**src/hw/video_pkg.sv**
```systemverilog
`default_nettype none

package video_pkg;

	//////////////////////////////////////////////////////////////////////
	// Widths of the raster and colour paths
	//////////////////////////////////////////////////////////////////////

	// Counters cover up to 512 columns and lines
	localparam int unsigned HCOUNT_W  = 9;
	localparam int unsigned VCOUNT_W  = 9;
	// One colour channel, and the packed RGB palette word
	localparam int unsigned CHAN_W    = 8;
	localparam int unsigned RGB_W     = 3 * CHAN_W;
	localparam int unsigned PAL_IDX_W = 4;

	typedef logic [HCOUNT_W-1:0]  hcount_t;
	typedef logic [VCOUNT_W-1:0]  vcount_t;
	typedef logic [CHAN_W-1:0]    chan_t;
	typedef logic [PAL_IDX_W-1:0] pal_idx_t;
	typedef logic [RGB_W-1:0]     rgb24_t;

	//////////////////////////////////////////////////////////////////////
	// Display processor palette
	//////////////////////////////////////////////////////////////////////

	// Packed as R in 23:16, G in 15:8, B in 7:0
	// Entry 0 is transparent, shown as black here
	localparam rgb24_t PALETTE [16] = '{
		24'h000000, 24'h000000, 24'h21c842, 24'h5edc78,
		24'h5455ed, 24'h7d76fc, 24'hd4524d, 24'h42ebf5,
		24'hfc5554, 24'hff7978, 24'hd4c154, 24'he6ce80,
		24'h21b03b, 24'hc95bba, 24'hcccccc, 24'hffffff
	};

	// Border colour, dark blue
	localparam pal_idx_t PAL_BORDER = 4'd4;

endpackage

`default_nettype wire

```
**src/hw/osd_cfg_pkg.sv**
```systemverilog
`default_nettype none

package osd_cfg_pkg;

	// Option word as delivered by the OSD menu
	typedef logic [31:0] status_t;

	// Option fields
	typedef logic [1:0] ar_mode_t;
	typedef logic [2:0] scan_fx_t;
	typedef logic [1:0] scale_t;

	//////////////////////////////////////////////////////////////////////
	// Bit positions inside the status word
	//////////////////////////////////////////////////////////////////////

	localparam int unsigned STAT_RESET    = 0;
	// Aspect mode
	localparam int unsigned STAT_AR_LO    = 1;
	localparam int unsigned STAT_AR_HI    = 2;
	localparam int unsigned STAT_BORDER   = 3;
	// Scandoubler effect
	localparam int unsigned STAT_FX_LO    = 7;
	localparam int unsigned STAT_FX_HI    = 9;
	// Scaler mode
	localparam int unsigned STAT_SCALE_LO = 10;
	localparam int unsigned STAT_SCALE_HI = 11;

	// Effect codes
	// Code 1 selects HQ2x in the scaler and needs no darkening here
	localparam scan_fx_t FX_NONE  = 3'd0;
	localparam scan_fx_t FX_CRT25 = 3'd2;
	localparam scan_fx_t FX_CRT50 = 3'd3;

endpackage

`default_nettype wire

```
**src/hw/pixel_ce_gen.sv**
```systemverilog
`default_nettype none

module pixel_ce_gen #(
	parameter int CE_DIV = 4
) (
	input  wire  CLK_VIDEO,
	input  wire  rst_n,
	output logic ce_pix
);

	// Counter width, at least one bit
	localparam int CW = (CE_DIV > 1) ? $clog2(CE_DIV) : 1;

	// Last count before the wrap
	localparam logic [CW-1:0] LAST = CW'(CE_DIV - 1);

	logic [CW-1:0] div_cnt;
	logic          wrap;

	// Wrap point of the modulo counter
	assign wrap = (div_cnt == LAST);

	// Free running divider
	always_ff @(posedge CLK_VIDEO or negedge rst_n) begin
		if (!rst_n) begin
			div_cnt <= '0;
		end else if (wrap) begin
			div_cnt <= '0;
		end else begin
			div_cnt <= div_cnt + 1'b1;
		end
	end

	// Registered strobe
	// First pulse lands CE_DIV clocks after reset release
	always_ff @(posedge CLK_VIDEO or negedge rst_n) begin
		if (!rst_n) begin
			ce_pix <= 1'b0;
		end else begin
			ce_pix <= wrap;
		end
	end

endmodule

`default_nettype wire

```
**src/hw/vdp_raster.sv**
```systemverilog
`default_nettype none

module vdp_raster #(
	parameter int H_TOTAL  = 342,
	parameter int V_TOTAL  = 262,
	parameter int BORDER_W = 8
) (
	input  wire              CLK_VIDEO,
	input  wire              rst_n,
	input  wire              ce_pix,
	input  wire              border,
	output video_pkg::chan_t r,
	output video_pkg::chan_t g,
	output video_pkg::chan_t b,
	output logic             hsync_n,
	output logic             vsync_n,
	output logic             hblank,
	output logic             vblank,
	output logic             line_odd
);

	import video_pkg::*;

	// Active picture size
	localparam int PIC_W = 256;
	localparam int PIC_H = 192;

	// Sync pulse positions, both inclusive
	localparam int HS_START = 300;
	localparam int HS_END   = 325;
	localparam int VS_START = 232;
	localparam int VS_END   = 234;

	hcount_t  hcnt;
	vcount_t  vcnt;

	logic     in_pic_h;
	logic     in_pic_v;
	logic     in_win_h;
	logic     in_win_v;
	logic     act_h;
	logic     act_v;
	logic     hs_act;
	logic     vs_act;
	pal_idx_t pat_idx;
	rgb24_t   pix;

	//////////////////////////////////////////////////////////////////////
	// Raster counters
	//////////////////////////////////////////////////////////////////////

	always_ff @(posedge CLK_VIDEO or negedge rst_n) begin
		if (!rst_n) begin
			hcnt <= '0;
			vcnt <= '0;
		end else if (ce_pix) begin
			if (hcnt == hcount_t'(H_TOTAL - 1)) begin
				hcnt <= '0;
				// End of line, step the line counter
				if (vcnt == vcount_t'(V_TOTAL - 1)) begin
					vcnt <= '0;
				end else begin
					vcnt <= vcnt + 1'b1;
				end
			end else begin
				hcnt <= hcnt + 1'b1;
			end
		end
	end

	//////////////////////////////////////////////////////////////////////
	// Region decode and pattern
	//////////////////////////////////////////////////////////////////////

	always_comb begin
		// Picture proper
		in_pic_h = (hcnt < hcount_t'(PIC_W));
		in_pic_v = (vcnt < vcount_t'(PIC_H));
		// Picture plus border, the left and top parts sit before the wrap
		in_win_h = (hcnt < hcount_t'(PIC_W + BORDER_W)) ||
		           (hcnt >= hcount_t'(H_TOTAL - BORDER_W));
		in_win_v = (vcnt < vcount_t'(PIC_H + BORDER_W)) ||
		           (vcnt >= vcount_t'(V_TOTAL - BORDER_W));
		// Visible window follows the border option
		act_h = border ? in_win_h : in_pic_h;
		act_v = border ? in_win_v : in_pic_v;

		// Checker of 16x16 tiles across the palette
		pat_idx = hcnt[7:4] ^ vcnt[7:4];

		if (in_pic_h && in_pic_v) begin
			pix = PALETTE[pat_idx];
		end else if (act_h && act_v) begin
			pix = PALETTE[PAL_BORDER];
		end else begin
			// Blanking is black
			pix = '0;
		end

		hs_act = (hcnt >= hcount_t'(HS_START)) && (hcnt <= hcount_t'(HS_END));
		vs_act = (vcnt >= vcount_t'(VS_START)) && (vcnt <= vcount_t'(VS_END));
	end

	// Output register, one update per pixel
	always_ff @(posedge CLK_VIDEO or negedge rst_n) begin
		if (!rst_n) begin
			r        <= '0;
			g        <= '0;
			b        <= '0;
			hsync_n  <= 1'b1;
			vsync_n  <= 1'b1;
			hblank   <= 1'b1;
			vblank   <= 1'b1;
			line_odd <= 1'b0;
		end else if (ce_pix) begin
			r        <= chan_t'(pix[23:16]);
			g        <= chan_t'(pix[15:8]);
			b        <= chan_t'(pix[7:0]);
			hsync_n  <= !hs_act;
			vsync_n  <= !vs_act;
			hblank   <= !act_h;
			vblank   <= !act_v;
			line_odd <= vcnt[0];
		end
	end

endmodule

`default_nettype wire

```
**src/hw/sync_align.sv**
```systemverilog
`default_nettype none

module sync_align (
	input  wire              CLK_VIDEO,
	input  wire              rst_n,
	input  wire              hsync_n,
	input  wire              vsync_n,
	input  wire              hblank,
	input  wire              vblank,
	input  wire              line_odd,
	input  wire video_pkg::chan_t r_in,
	input  wire video_pkg::chan_t g_in,
	input  wire video_pkg::chan_t b_in,
	output logic             hs,
	output logic             vs,
	output logic             de,
	output logic             line_odd_o,
	output video_pkg::chan_t r,
	output video_pkg::chan_t g,
	output video_pkg::chan_t b
);

	import video_pkg::*;

	// Leading edge of horizontal sync
	// Old sample still low, new sync already active
	logic hs_rise;

	assign hs_rise = !hs && !hsync_n;

	always_ff @(posedge CLK_VIDEO or negedge rst_n) begin
		if (!rst_n) begin
			hs         <= 1'b0;
			vs         <= 1'b0;
			de         <= 1'b0;
			line_odd_o <= 1'b0;
			r          <= '0;
			g          <= '0;
			b          <= '0;
		end else begin
			// Positive sync for the scaler
			hs <= !hsync_n;
			// Vertical sync moves only on the hsync leading edge
			if (hs_rise) begin
				vs <= !vsync_n;
			end
			de         <= !(hblank || vblank);
			line_odd_o <= line_odd;
			// Colour follows with the same delay
			r <= chan_t'(r_in);
			g <= chan_t'(g_in);
			b <= chan_t'(b_in);
		end
	end

endmodule

`default_nettype wire

```
**src/hw/scanline_fx.sv**
```systemverilog
`default_nettype none

module scanline_fx (
	input  wire                   CLK_VIDEO,
	input  wire                   rst_n,
	input  wire osd_cfg_pkg::scan_fx_t fx,
	input  wire                   hs_in,
	input  wire                   vs_in,
	input  wire                   de_in,
	input  wire                   line_odd,
	input  wire video_pkg::chan_t r_in,
	input  wire video_pkg::chan_t g_in,
	input  wire video_pkg::chan_t b_in,
	output video_pkg::chan_t      vga_r,
	output video_pkg::chan_t      vga_g,
	output video_pkg::chan_t      vga_b,
	output logic                  vga_hs,
	output logic                  vga_vs,
	output logic                  vga_de
);

	import video_pkg::*;
	import osd_cfg_pkg::*;

	// Darkening of one channel
	// Only odd lines are touched, even lines pass as they are
	function automatic chan_t shade(input chan_t c, input scan_fx_t mode, input logic odd);
		chan_t res;
		res = c;
		if (odd) begin
			case (mode)
				// Three quarters of the level
				FX_CRT25: res = c - (c >> 2);
				// Half level, truncated
				FX_CRT50: res = c >> 1;
				default:  res = c;
			endcase
		end
		return res;
	endfunction

	chan_t r_fx;
	chan_t g_fx;
	chan_t b_fx;

	assign r_fx = shade(r_in, fx, line_odd);
	assign g_fx = shade(g_in, fx, line_odd);
	assign b_fx = shade(b_in, fx, line_odd);

	// Final output register toward the scaler
	always_ff @(posedge CLK_VIDEO or negedge rst_n) begin
		if (!rst_n) begin
			vga_r  <= '0;
			vga_g  <= '0;
			vga_b  <= '0;
			vga_hs <= 1'b0;
			vga_vs <= 1'b0;
			vga_de <= 1'b0;
		end else begin
			vga_r  <= r_fx;
			vga_g  <= g_fx;
			vga_b  <= b_fx;
			vga_hs <= hs_in;
			vga_vs <= vs_in;
			vga_de <= de_in;
		end
	end

endmodule

`default_nettype wire

```
**src/hw/aspect_ctrl.sv**
```systemverilog
`default_nettype none

module aspect_ctrl (
	input  wire                        CLK_VIDEO,
	input  wire                        rst_n,
	input  wire osd_cfg_pkg::status_t  status,
	input  wire [11:0]                 hdmi_width,
	input  wire [11:0]                 hdmi_height,
	input  wire                        forced_scandoubler,
	output logic [12:0]                video_arx,
	output logic [12:0]                video_ary,
	output logic [9:0]                 crop_size,
	output logic [1:0]                 vga_sl,
	output logic                       border,
	output osd_cfg_pkg::scan_fx_t      fx
);

	import osd_cfg_pkg::*;

	ar_mode_t ar;
	scan_fx_t fx_sel;
	scan_fx_t sl_full;
	logic     stat_border;
	logic     is_1080p;
	logic     en216p;

	// Field extraction
	assign ar          = status[STAT_AR_HI:STAT_AR_LO];
	assign fx_sel      = status[STAT_FX_HI:STAT_FX_LO];
	assign stat_border = status[STAT_BORDER];

	// Scanline code is the effect less one
	assign sl_full  = (fx_sel == FX_NONE) ? 3'd0 : fx_sel - 3'd1;

	// 216 line crop for a plain 1080p output
	assign is_1080p = (hdmi_width == 12'd1920) && (hdmi_height == 12'd1080);
	assign en216p   = is_1080p && (fx_sel == FX_NONE) && !forced_scandoubler;

	always_ff @(posedge CLK_VIDEO or negedge rst_n) begin
		if (!rst_n) begin
			video_arx <= '0;
			video_ary <= '0;
			crop_size <= '0;
			vga_sl    <= '0;
			border    <= 1'b0;
			fx        <= FX_NONE;
		end else begin
			// Mode 0 is the native 4:3, other modes pass a code to the scaler
			video_arx <= (ar == 2'd0) ? 13'd4 : {11'd0, ar - 2'd1};
			video_ary <= (ar == 2'd0) ? 13'd3 : 13'd0;
			crop_size <= en216p ? 10'd216 : 10'd0;
			vga_sl    <= sl_full[1:0];
			// Options for the pipeline stages
			border    <= stat_border;
			fx        <= fx_sel;
		end
	end

endmodule

`default_nettype wire

```
**src/hw/video_core_top.sv**
```systemverilog
`default_nettype none

module video_core_top #(
	parameter int CE_DIV   = 4,
	parameter int H_TOTAL  = 342,
	parameter int V_TOTAL  = 262,
	parameter int BORDER_W = 8
) (
	input  wire                       CLK_VIDEO,
	input  wire                       rst_n,
	input  wire osd_cfg_pkg::status_t status,
	input  wire [11:0]                hdmi_width,
	input  wire [11:0]                hdmi_height,
	input  wire                       forced_scandoubler,
	output logic                      ce_pix,
	output video_pkg::chan_t          vga_r,
	output video_pkg::chan_t          vga_g,
	output video_pkg::chan_t          vga_b,
	output logic                      vga_hs,
	output logic                      vga_vs,
	output logic                      vga_de,
	output logic [1:0]                vga_sl,
	output logic [12:0]               video_arx,
	output logic [12:0]               video_ary,
	output logic [9:0]                crop_size
);

	import video_pkg::*;
	import osd_cfg_pkg::*;

	// Options from the decoder
	logic     border;
	scan_fx_t fx;

	// Raster stage outputs
	chan_t ras_r;
	chan_t ras_g;
	chan_t ras_b;
	logic  ras_hsync_n;
	logic  ras_vsync_n;
	logic  ras_hblank;
	logic  ras_vblank;
	logic  ras_line_odd;

	// Aligned stage outputs
	chan_t al_r;
	chan_t al_g;
	chan_t al_b;
	logic  al_hs;
	logic  al_vs;
	logic  al_de;
	logic  al_line_odd;

	//////////////////////////////////////////////////////////////////////
	// Pixel pipeline
	//////////////////////////////////////////////////////////////////////

	pixel_ce_gen #(
		.CE_DIV (CE_DIV)
	) pixel_ce_gen_i (
		.CLK_VIDEO (CLK_VIDEO),
		.rst_n     (rst_n),
		.ce_pix    (ce_pix)
	);

	vdp_raster #(
		.H_TOTAL  (H_TOTAL),
		.V_TOTAL  (V_TOTAL),
		.BORDER_W (BORDER_W)
	) vdp_raster_i (
		.CLK_VIDEO (CLK_VIDEO),
		.rst_n     (rst_n),
		.ce_pix    (ce_pix),
		.border    (border),
		.r         (ras_r),
		.g         (ras_g),
		.b         (ras_b),
		.hsync_n   (ras_hsync_n),
		.vsync_n   (ras_vsync_n),
		.hblank    (ras_hblank),
		.vblank    (ras_vblank),
		.line_odd  (ras_line_odd)
	);

	sync_align sync_align_i (
		.CLK_VIDEO  (CLK_VIDEO),
		.rst_n      (rst_n),
		.hsync_n    (ras_hsync_n),
		.vsync_n    (ras_vsync_n),
		.hblank     (ras_hblank),
		.vblank     (ras_vblank),
		.line_odd   (ras_line_odd),
		.r_in       (ras_r),
		.g_in       (ras_g),
		.b_in       (ras_b),
		.hs         (al_hs),
		.vs         (al_vs),
		.de         (al_de),
		.line_odd_o (al_line_odd),
		.r          (al_r),
		.g          (al_g),
		.b          (al_b)
	);

	scanline_fx scanline_fx_i (
		.CLK_VIDEO (CLK_VIDEO),
		.rst_n     (rst_n),
		.fx        (fx),
		.hs_in     (al_hs),
		.vs_in     (al_vs),
		.de_in     (al_de),
		.line_odd  (al_line_odd),
		.r_in      (al_r),
		.g_in      (al_g),
		.b_in      (al_b),
		.vga_r     (vga_r),
		.vga_g     (vga_g),
		.vga_b     (vga_b),
		.vga_hs    (vga_hs),
		.vga_vs    (vga_vs),
		.vga_de    (vga_de)
	);

	// Configuration decode, beside the pipeline
	aspect_ctrl aspect_ctrl_i (
		.CLK_VIDEO          (CLK_VIDEO),
		.rst_n              (rst_n),
		.status             (status),
		.hdmi_width         (hdmi_width),
		.hdmi_height        (hdmi_height),
		.forced_scandoubler (forced_scandoubler),
		.video_arx          (video_arx),
		.video_ary          (video_ary),
		.crop_size          (crop_size),
		.vga_sl             (vga_sl),
		.border             (border),
		.fx                 (fx)
	);

endmodule

`default_nettype wire

```
**config.mk**
```make
export PLATFORM = sky130hd
export DESIGN_NAME = video_core_top
export DESIGN_NICKNAME = d
export VERILOG_FILES = /design/src/hw/video_pkg.sv /design/src/hw/osd_cfg_pkg.sv /design/src/hw/pixel_ce_gen.sv /design/src/hw/vdp_raster.sv /design/src/hw/sync_align.sv /design/src/hw/scanline_fx.sv /design/src/hw/aspect_ctrl.sv /design/src/hw/video_core_top.sv
export SDC_FILE = /design/constraint.sdc
export NUM_CORES = 1
export LEC_CHECK = 0
export ABC_AREA = 1
export BUFFER_PORTS_ARGS = -buffer_cell sky130_fd_sc_hd__clkbuf_2
export CORE_MARGIN = 1.5
export CORE_UTILIZATION = 40
export CTS_CLUSTER_SIZE = 10
export DETAILED_ROUTE_END_ITERATION = 6
export GPL_TIMING_DRIVEN = 1
export MAX_ROUTING_LAYER = met4
export SETUP_SLACK_MARGIN = 0.4
export SLEW_MARGIN = 10
export SYNTH_ARGS = -nofsm -noshare
export SYNTH_HDL_FRONTEND = slang
export SYNTH_SLANG_ARGS = --single-unit
```
**constraint.sdc**
```tcl
create_clock -name CLK_VIDEO -period 2.4 [get_ports CLK_VIDEO]
set_input_delay 0.24 -clock CLK_VIDEO [delete_from_list [all_inputs] [get_ports CLK_VIDEO]]
set_output_delay 0.24 -clock CLK_VIDEO [all_outputs]
set_load 0.01 [all_outputs]
```
-- Yosys cells after proc, flatten, opt, wreduce, memory -nomap -nowiden
Memories as Yosys holds them, arrays and structs flattened.
Cells that the tools add are included.
- register bits after elaboration: 147
- memory bits (read-only): 384
- input port bits: 59
- output and inout bits: 66
- memories kept: 1
- memories (memory ; words ; bits a word ; read ports ; clocked after Yosys merged registers in ; write ports ; line ; RTL):
    (no name shown) ; 16 ; 24 ; 1 ; 0 ; 0 ; vdp_raster.sv:92 ; pix = PALETTE[pat_idx];
- add/sub/neg operators: 8
- order comparisons: 11
- eq/ne operators: 7
- mux-type cells: 19
- bitwise operators: 2
- reduce and logical (&&, ||, !) cells: 23
- operators with widths (cell ; count):
    2-to-1 mux 24 bit ; 3
    case mux 8 bit (2 select lines) ; 3
    2-to-1 mux 8 bit ; 4
    equality test 12 x 11 -> 1 bit, second input constant ; 2
    subtractor 8 x 6 -> 8 bit ; 3
    2-to-1 mux 23 bit ; 1
    adder 9 x 1 -> 9 bit, second input constant ; 2
    equality test 9 bit, second input constant ; 2
    greater-or-equal comparator 9 x 8 -> 1 bit, second input constant ; 2
    greater-or-equal comparator 9 bit, second input constant ; 2
    less-than comparator 9 x 8 -> 1 bit, second input constant ; 2
    less-than comparator 9 bit, second input constant ; 2
    2-to-1 mux 9 bit ; 2
    less-or-equal comparator 9 x 8 -> 1 bit, second input constant ; 1
    less-or-equal comparator 9 bit, second input constant ; 1
    zero test 1 bit ; 9
    logical AND 1 bit ; 8
    equality test 3 x 2 -> 1 bit, second input constant ; 2
    2-to-1 mux 2 bit ; 3
    greater-or-equal comparator 5 bit, second input constant ; 1
    inverter 4 -> 5 bit ; 1
    subtractor 2 x 1 -> 2 bit, second input constant ; 2
    XOR 4 bit ; 1
    zero test 3 bit ; 1
    7 further kinds ; 10

-- Longest topological paths before layout
- depth in word-level cells: 6
- gate-level depth with buffers: 13
- gate-level depth less buffers: 12

-- Modules after synthesis
From an unflattened synthesis, not the netlist that was laid out.
- cells, all modules: 756
- area, all modules: 6371.1 µm²
- modules (own cells, without submodules) (module ; times used ; cells an instance ; area an instance (µm²)):
    vdp_raster ; 1 ; 381 ; 2891.5
    scanline_fx ; 1 ; 250 ; 1999.4
    sync_align ; 1 ; 35 ; 728.2
    aspect_ctrl ; 1 ; 85 ; 660.6
    pixel_ce_gen ; 1 ; 5 ; 91.3

-- Worst setup path after synthesis
Ideal clock, no wire load.
- kind: reg2reg
- start point: register vdp_raster_i.vcnt[5]
- end point: register vdp_raster_i.b[7]
- data arrival time: 1601 ps
- required time: 2276 ps
- slack: 675 ps
- cell stages (with the launch flop): 11
- buffers on the path: 1
- clock period less this slack: 1725 ps
- cell sequence: dfrtp_1 -> buf_2 -> inv_1 -> nand2_1 -> nand2_2 -> inv_1 -> ha_1 -> ha_1 -> nand3b_1 -> a21oi_1 -> a21oi_1
- longest elaborated chain between the ends: 6
- ends and longest elaborated chain (item ; line ; RTL):
    start: declaration ; vdp_raster.sv:35 ; vcount_t vcnt;
    start signal: assignment ; vdp_raster.sv:63 ; vcnt <= vcnt + 1'b1;
    less-than comparator 9 x 8 -> 1 bit (tied with other cells) ; vdp_raster.sv:82 ; in_win_v = (vcnt < vcount_t'(PIC_H + BORDER_W)) ||
    logical OR 1 bit / inverter 4 -> 5 bit (equally long branches) ; vdp_raster.sv:82, vdp_raster.sv:92 ;
    2-to-1 mux 1 bit / memory (16 x 24 bit) (equally long branches) ; -- ;
    logical AND 1 bit / 2-to-1 mux 24 bit (equally long branches) ; vdp_raster.sv:93, vdp_raster.sv:92 ;
    2-to-1 mux 23 bit / 2-to-1 mux 24 bit (equally long branches) ; vdp_raster.sv:93, vdp_raster.sv:92 ;
    2-to-1 mux 24 bit (*) ; vdp_raster.sv:91 ; if (in_pic_h && in_pic_v) begin
    end signal: assignment ; vdp_raster.sv:118 ; b <= chan_t'(pix[7:0]);
    end: declaration ; vdp_raster.sv:14 ; output video_pkg::chan_t b,
Mark *: on every way between the ends. The rest lies on a longest branch, timed or not. The select of a mux whose other input is x is not followed.
A chain may end at the register's enable or synchronous reset.

-- Final worst setup path
- start point: register vdp_raster_i.hcnt[5]
- end point: register vdp_raster_i.b[7]
- longest elaborated chain between the ends: 6
- ends and longest elaborated chain (item ; line ; RTL):
    start: declaration ; vdp_raster.sv:34 ; hcount_t hcnt;
    start signal: assignment ; vdp_raster.sv:66 ; hcnt <= hcnt + 1'b1;
    less-than comparator 9 bit (tied with other cells) ; vdp_raster.sv:80 ; in_win_h = (hcnt < hcount_t'(PIC_W + BORDER_W)) ||
    logical OR 1 bit / inverter 4 -> 5 bit (equally long branches) ; vdp_raster.sv:80, vdp_raster.sv:92 ;
    2-to-1 mux 1 bit / memory (16 x 24 bit) (equally long branches) ; -- ;
    logical AND 1 bit / 2-to-1 mux 24 bit (equally long branches) ; vdp_raster.sv:93, vdp_raster.sv:92 ;
    2-to-1 mux 23 bit / 2-to-1 mux 24 bit (equally long branches) ; vdp_raster.sv:93, vdp_raster.sv:92 ;
    2-to-1 mux 24 bit (*) ; vdp_raster.sv:91 ;
Marks and branches as above.

==> impl_metrics.py <==
metrics = {
    "run_status": {
        "status": "finished, final reports clean",
    },
    "timing": {
        "hold_viol": 0,
        "fmax_mhz": 542,
        "slew_headroom_pct": 55.4,
        "period_needed_ns": 1.85,
        "tightestPinTransition_ns": 0.669,
        "setup_tns_ns": 0,
        "clock_skew_ns": 0.00709,
        "rsz0062_at_grt": "no",
        "setup-violations-final": 0,
        "hold_slack_ns": 0.0101,
        "finalMaxSlewViolations": 0,
        "fin_crit_sh_pct": 76.9,
    },
    "run": {
        "drv_cap": 0,
    },
    "critical_path": {
        "cp_num_buf_inv": 2,
        "arrival_ns": 2.15,
        "crit_type": "reg -> reg",
        "cp_top_family": "flip-flops",
        "path_max_fanout": 8,
        "max_stage_delay_ns": 0.44,
        "startpoint_type": "flop",
        "end_kind": "flop",
        "crit_top_cell": "a21oi_1",
        "path_cells": "inv_2 -> nand2_1 -> nand2_4 -> inv_1 -> ha_2 -> ha_1 -> nand3b_1 -> a21oi_1 -> a21oi_1",
        "cpMaxStageDelayCell": "dfrtp_1",
        "worstPathRequired_ns": 2.70,
    },
    "floorplan": {
        "start_util_pct": 40.8,
        "fp.dieW_um": 127,
        "row_count": 45,
        "die_h_um": 127,
        "coreArea_um2": 15100,
        "design.die.area_um2": 16100,
        "io-pin-count": 125,
    },
    "place": {
        "dpl_cell_area_um2": 6600,
        "dp_cells": 950,
        "place.gp.congestion": 0.887,
        "portBuffers": 71,
        "post-dp-hpwl_um": 9980,
    },
    "global_route": {
        "grt_pass1_vias": 4851,
        "grt_antenna_before_repair": 0,
        "grt_pass1_wl_um": 23300,
        "grt.total_usage_pct": 18.8,
        "overflow": 0,
        "grt_max_degree": 51,
    },
    "cts": {
        "clock-sinks": 115,
        "clkLatencyLatePin_ns": 0.42,
        "cts_tree": "yes",
        "root_buffer": "clkbuf_16",
        "h-tree-depth": 4,
        "clkTransAtPathRegs_ns": 0.06,
        "cts_max_path_buffers": 2,
        "cts-buffers-inserted": 17,
    },
    "drt": {
        "first_pass_iters": 4,
        "routed-via-count": 4989,
        "drcViolationCount": 0,
        "avgRoutedWirePerCell_um": 13.9,
        "avgViaCountPerCell": 5.02,
        "drt-initial-drc-count": 351,
        "ant_nets": 0,
        "wirelength_um": 13800,
    },
    "yosys": {
        "ys_async_sr_fraction_pct": 100,
        "ys.flop_type": "dfrtp_1",
        "avgSynthCellArea_um2": 8.76,
        "synth_seq_area_share_pct": 46.8,
        "yosys_warnings": 0,
        "yosysUniqueCellTypes": 44,
        "synth.cell_area_um2": 6160,
        "synthCells": 703,
        "synth_edf_count": 0,
        "ys_ff_latch": 115,
    },
    "layout": {
        "fin_cells": 994,
        "final_area_um2": 7380,
        "multi_input_area_um2": 2710,
        "nNetsFinal": 889,
        "diodes": 0,
        "drive_above_1_share_pct": 20.6,
        "area_delta_synth_final_pct": 19.9,
        "postLayoutCoreUtil_pct": 48.9,
        "reg.largest.list": "vdp_raster_i.hcnt: 9 flops, vdp_raster_i.vcnt: 9 flops",
        "regArea_um2": 2890,
        "fillCellCount": 1443,
    },
    "hold_path": {
        "worstHoldPathType": "in -> reg",
    },
    "power_and_ir_drop": {
        "p_leak_nw": 3.85,
        "ir_drop_mv": 0.470,
        "pwr_density_cell_nw_per_um2": 657,
    },
}
==> worst paths after layout <==
path                                       from                         end  slack [ns]  cells past startpoint
max in group asynchronous                 rst_n        vdp_raster_i.vsync_n        1.29                      3
max                        vdp_raster_i.hcnt[5]           vdp_raster_i.b[7]        0.55                      9
max reg2reg                vdp_raster_i.hcnt[5]           vdp_raster_i.b[7]        0.55                      9
min                                   status[2]  aspect_ctrl_i.video_ary[0]        0.01                      2
min in group asynchronous                 rst_n      scanline_fx_i.vga_r[4]        0.41                      2
min reg2reg                     sync_align_i.de        scanline_fx_i.vga_de        0.35                      0
==> synth_stat cells (8+ instances only) <==
cell type | n | area share (%)
inv_1 | 81 | 4.9
a22oi_1 | 15 | 1.8
o21ai_0 | 29 | 2.4
buf_4 | 34 | 4.1
nand4_1 | 10 | 1.0
nand3_1 | 48 | 3.9
buf_2 | 9 | 0.73
nand2_1 | 127 | 7.7
dfrtp_1 | 111 | 45
ha_1 | 34 | 6.9
nor3_1 | 8 | 0.65
xor2_1 | 8 | 1.1
nor2_1 | 50 | 3.0
o21ai_1 | 9 | 0.73
a21oi_1 | 43 | 3.5
nand2_2 | 8 | 0.81
==> final cells by class <==
| cell class | instances | area share (%) |
|---|---|---|
| tap | 188 | 3.19 |
| timing repair buffer | 94 | 7.73 |
| sequential | 115 | 39.1 |
| inverter | 86 | 4.37 |
| clock inverter | 15 | 3.12 |
| multi-input combinational | 479 | 36.7 |
| clock buffer | 17 | 5.76 |
==> repair_timing <==
item / CTS / global route
hold buffers: 6 / 0
endpoints found under the hold margin: 52 / 0
setup buffers: 0 / 6
setup endpoints to repair: 2 / 17
pin swaps: 0 / 1
gates resized for setup: 2 / 6
==> power by group <==
part           switching [mW]  internal, mW
registers             0.00346          1.95
clock network           0.922          1.85
logic                  0.0803        0.0420
==> logic make-up after synthesis <==
| kind of cell | count (synthesis) | synth area share (%) |
|---|---|---|
| simple gates | 277 | 20.3 |
| flops | 115 | 46.8 |
| buf+inv | 135 | 11.0 |
| xor+xnor | 10 | 1.42 |
| other cells | 1 | 0.0609 |
| compound gates | 128 | 12.5 |
| fa+ha+maj | 37 | 7.88 |
==> per-layer routing <==
layer	vias to the layer above	wire length, µm	global-route usage (%)
met5	-	0	-
met4	0	361	8.16
met3	29	528	4.61
met2	119	6820	30.6
li1	2449	-	-
met1	2392	6110	22.4
==> metrics by stage <==
step | power [mW] | worst slack [ns]
2_1_floorplan | 2.05 | 0.675
4_1_cts | 4.92 | 0.409
3_5_place_dp | 2.10 | 0.391
6_report | 4.85 | 0.555
5_1_grt | 5.04 | 0.406
3_3_place_gp | 2.10 | 0.382
==> layout by cell type, fill, tap and decap left out, drive strengths merged, types with 6 or more instances in the layout <==
| cell | n |
|---|---|
| buf | 18 |
| a22oi | 15 |
| a31oi | 6 |
| conb | 27 |
| clkbuf | 87 |
| dlygate4sd3 | 6 |
| nor2 | 55 |
| ha | 34 |
| dfrtp | 111 |
| a21oi | 45 |
| o221ai | 6 |
| nand2 | 136 |
| xor2 | 8 |
| nand4 | 10 |
| nor3 | 9 |
| inv | 89 |
| o21ai | 43 |
| nand3 | 52 |
==> worst reg2reg max path: cells and delay by family, from the launching register on <==
kind            cells  cell delay, ns
flops               1            0.44
fa+ha+maj           2            0.40
compound gates      2            0.27
simple gates        3            0.42
buf+inv             2            0.20
No activity file was read; power rests on OpenSTA's default activity.
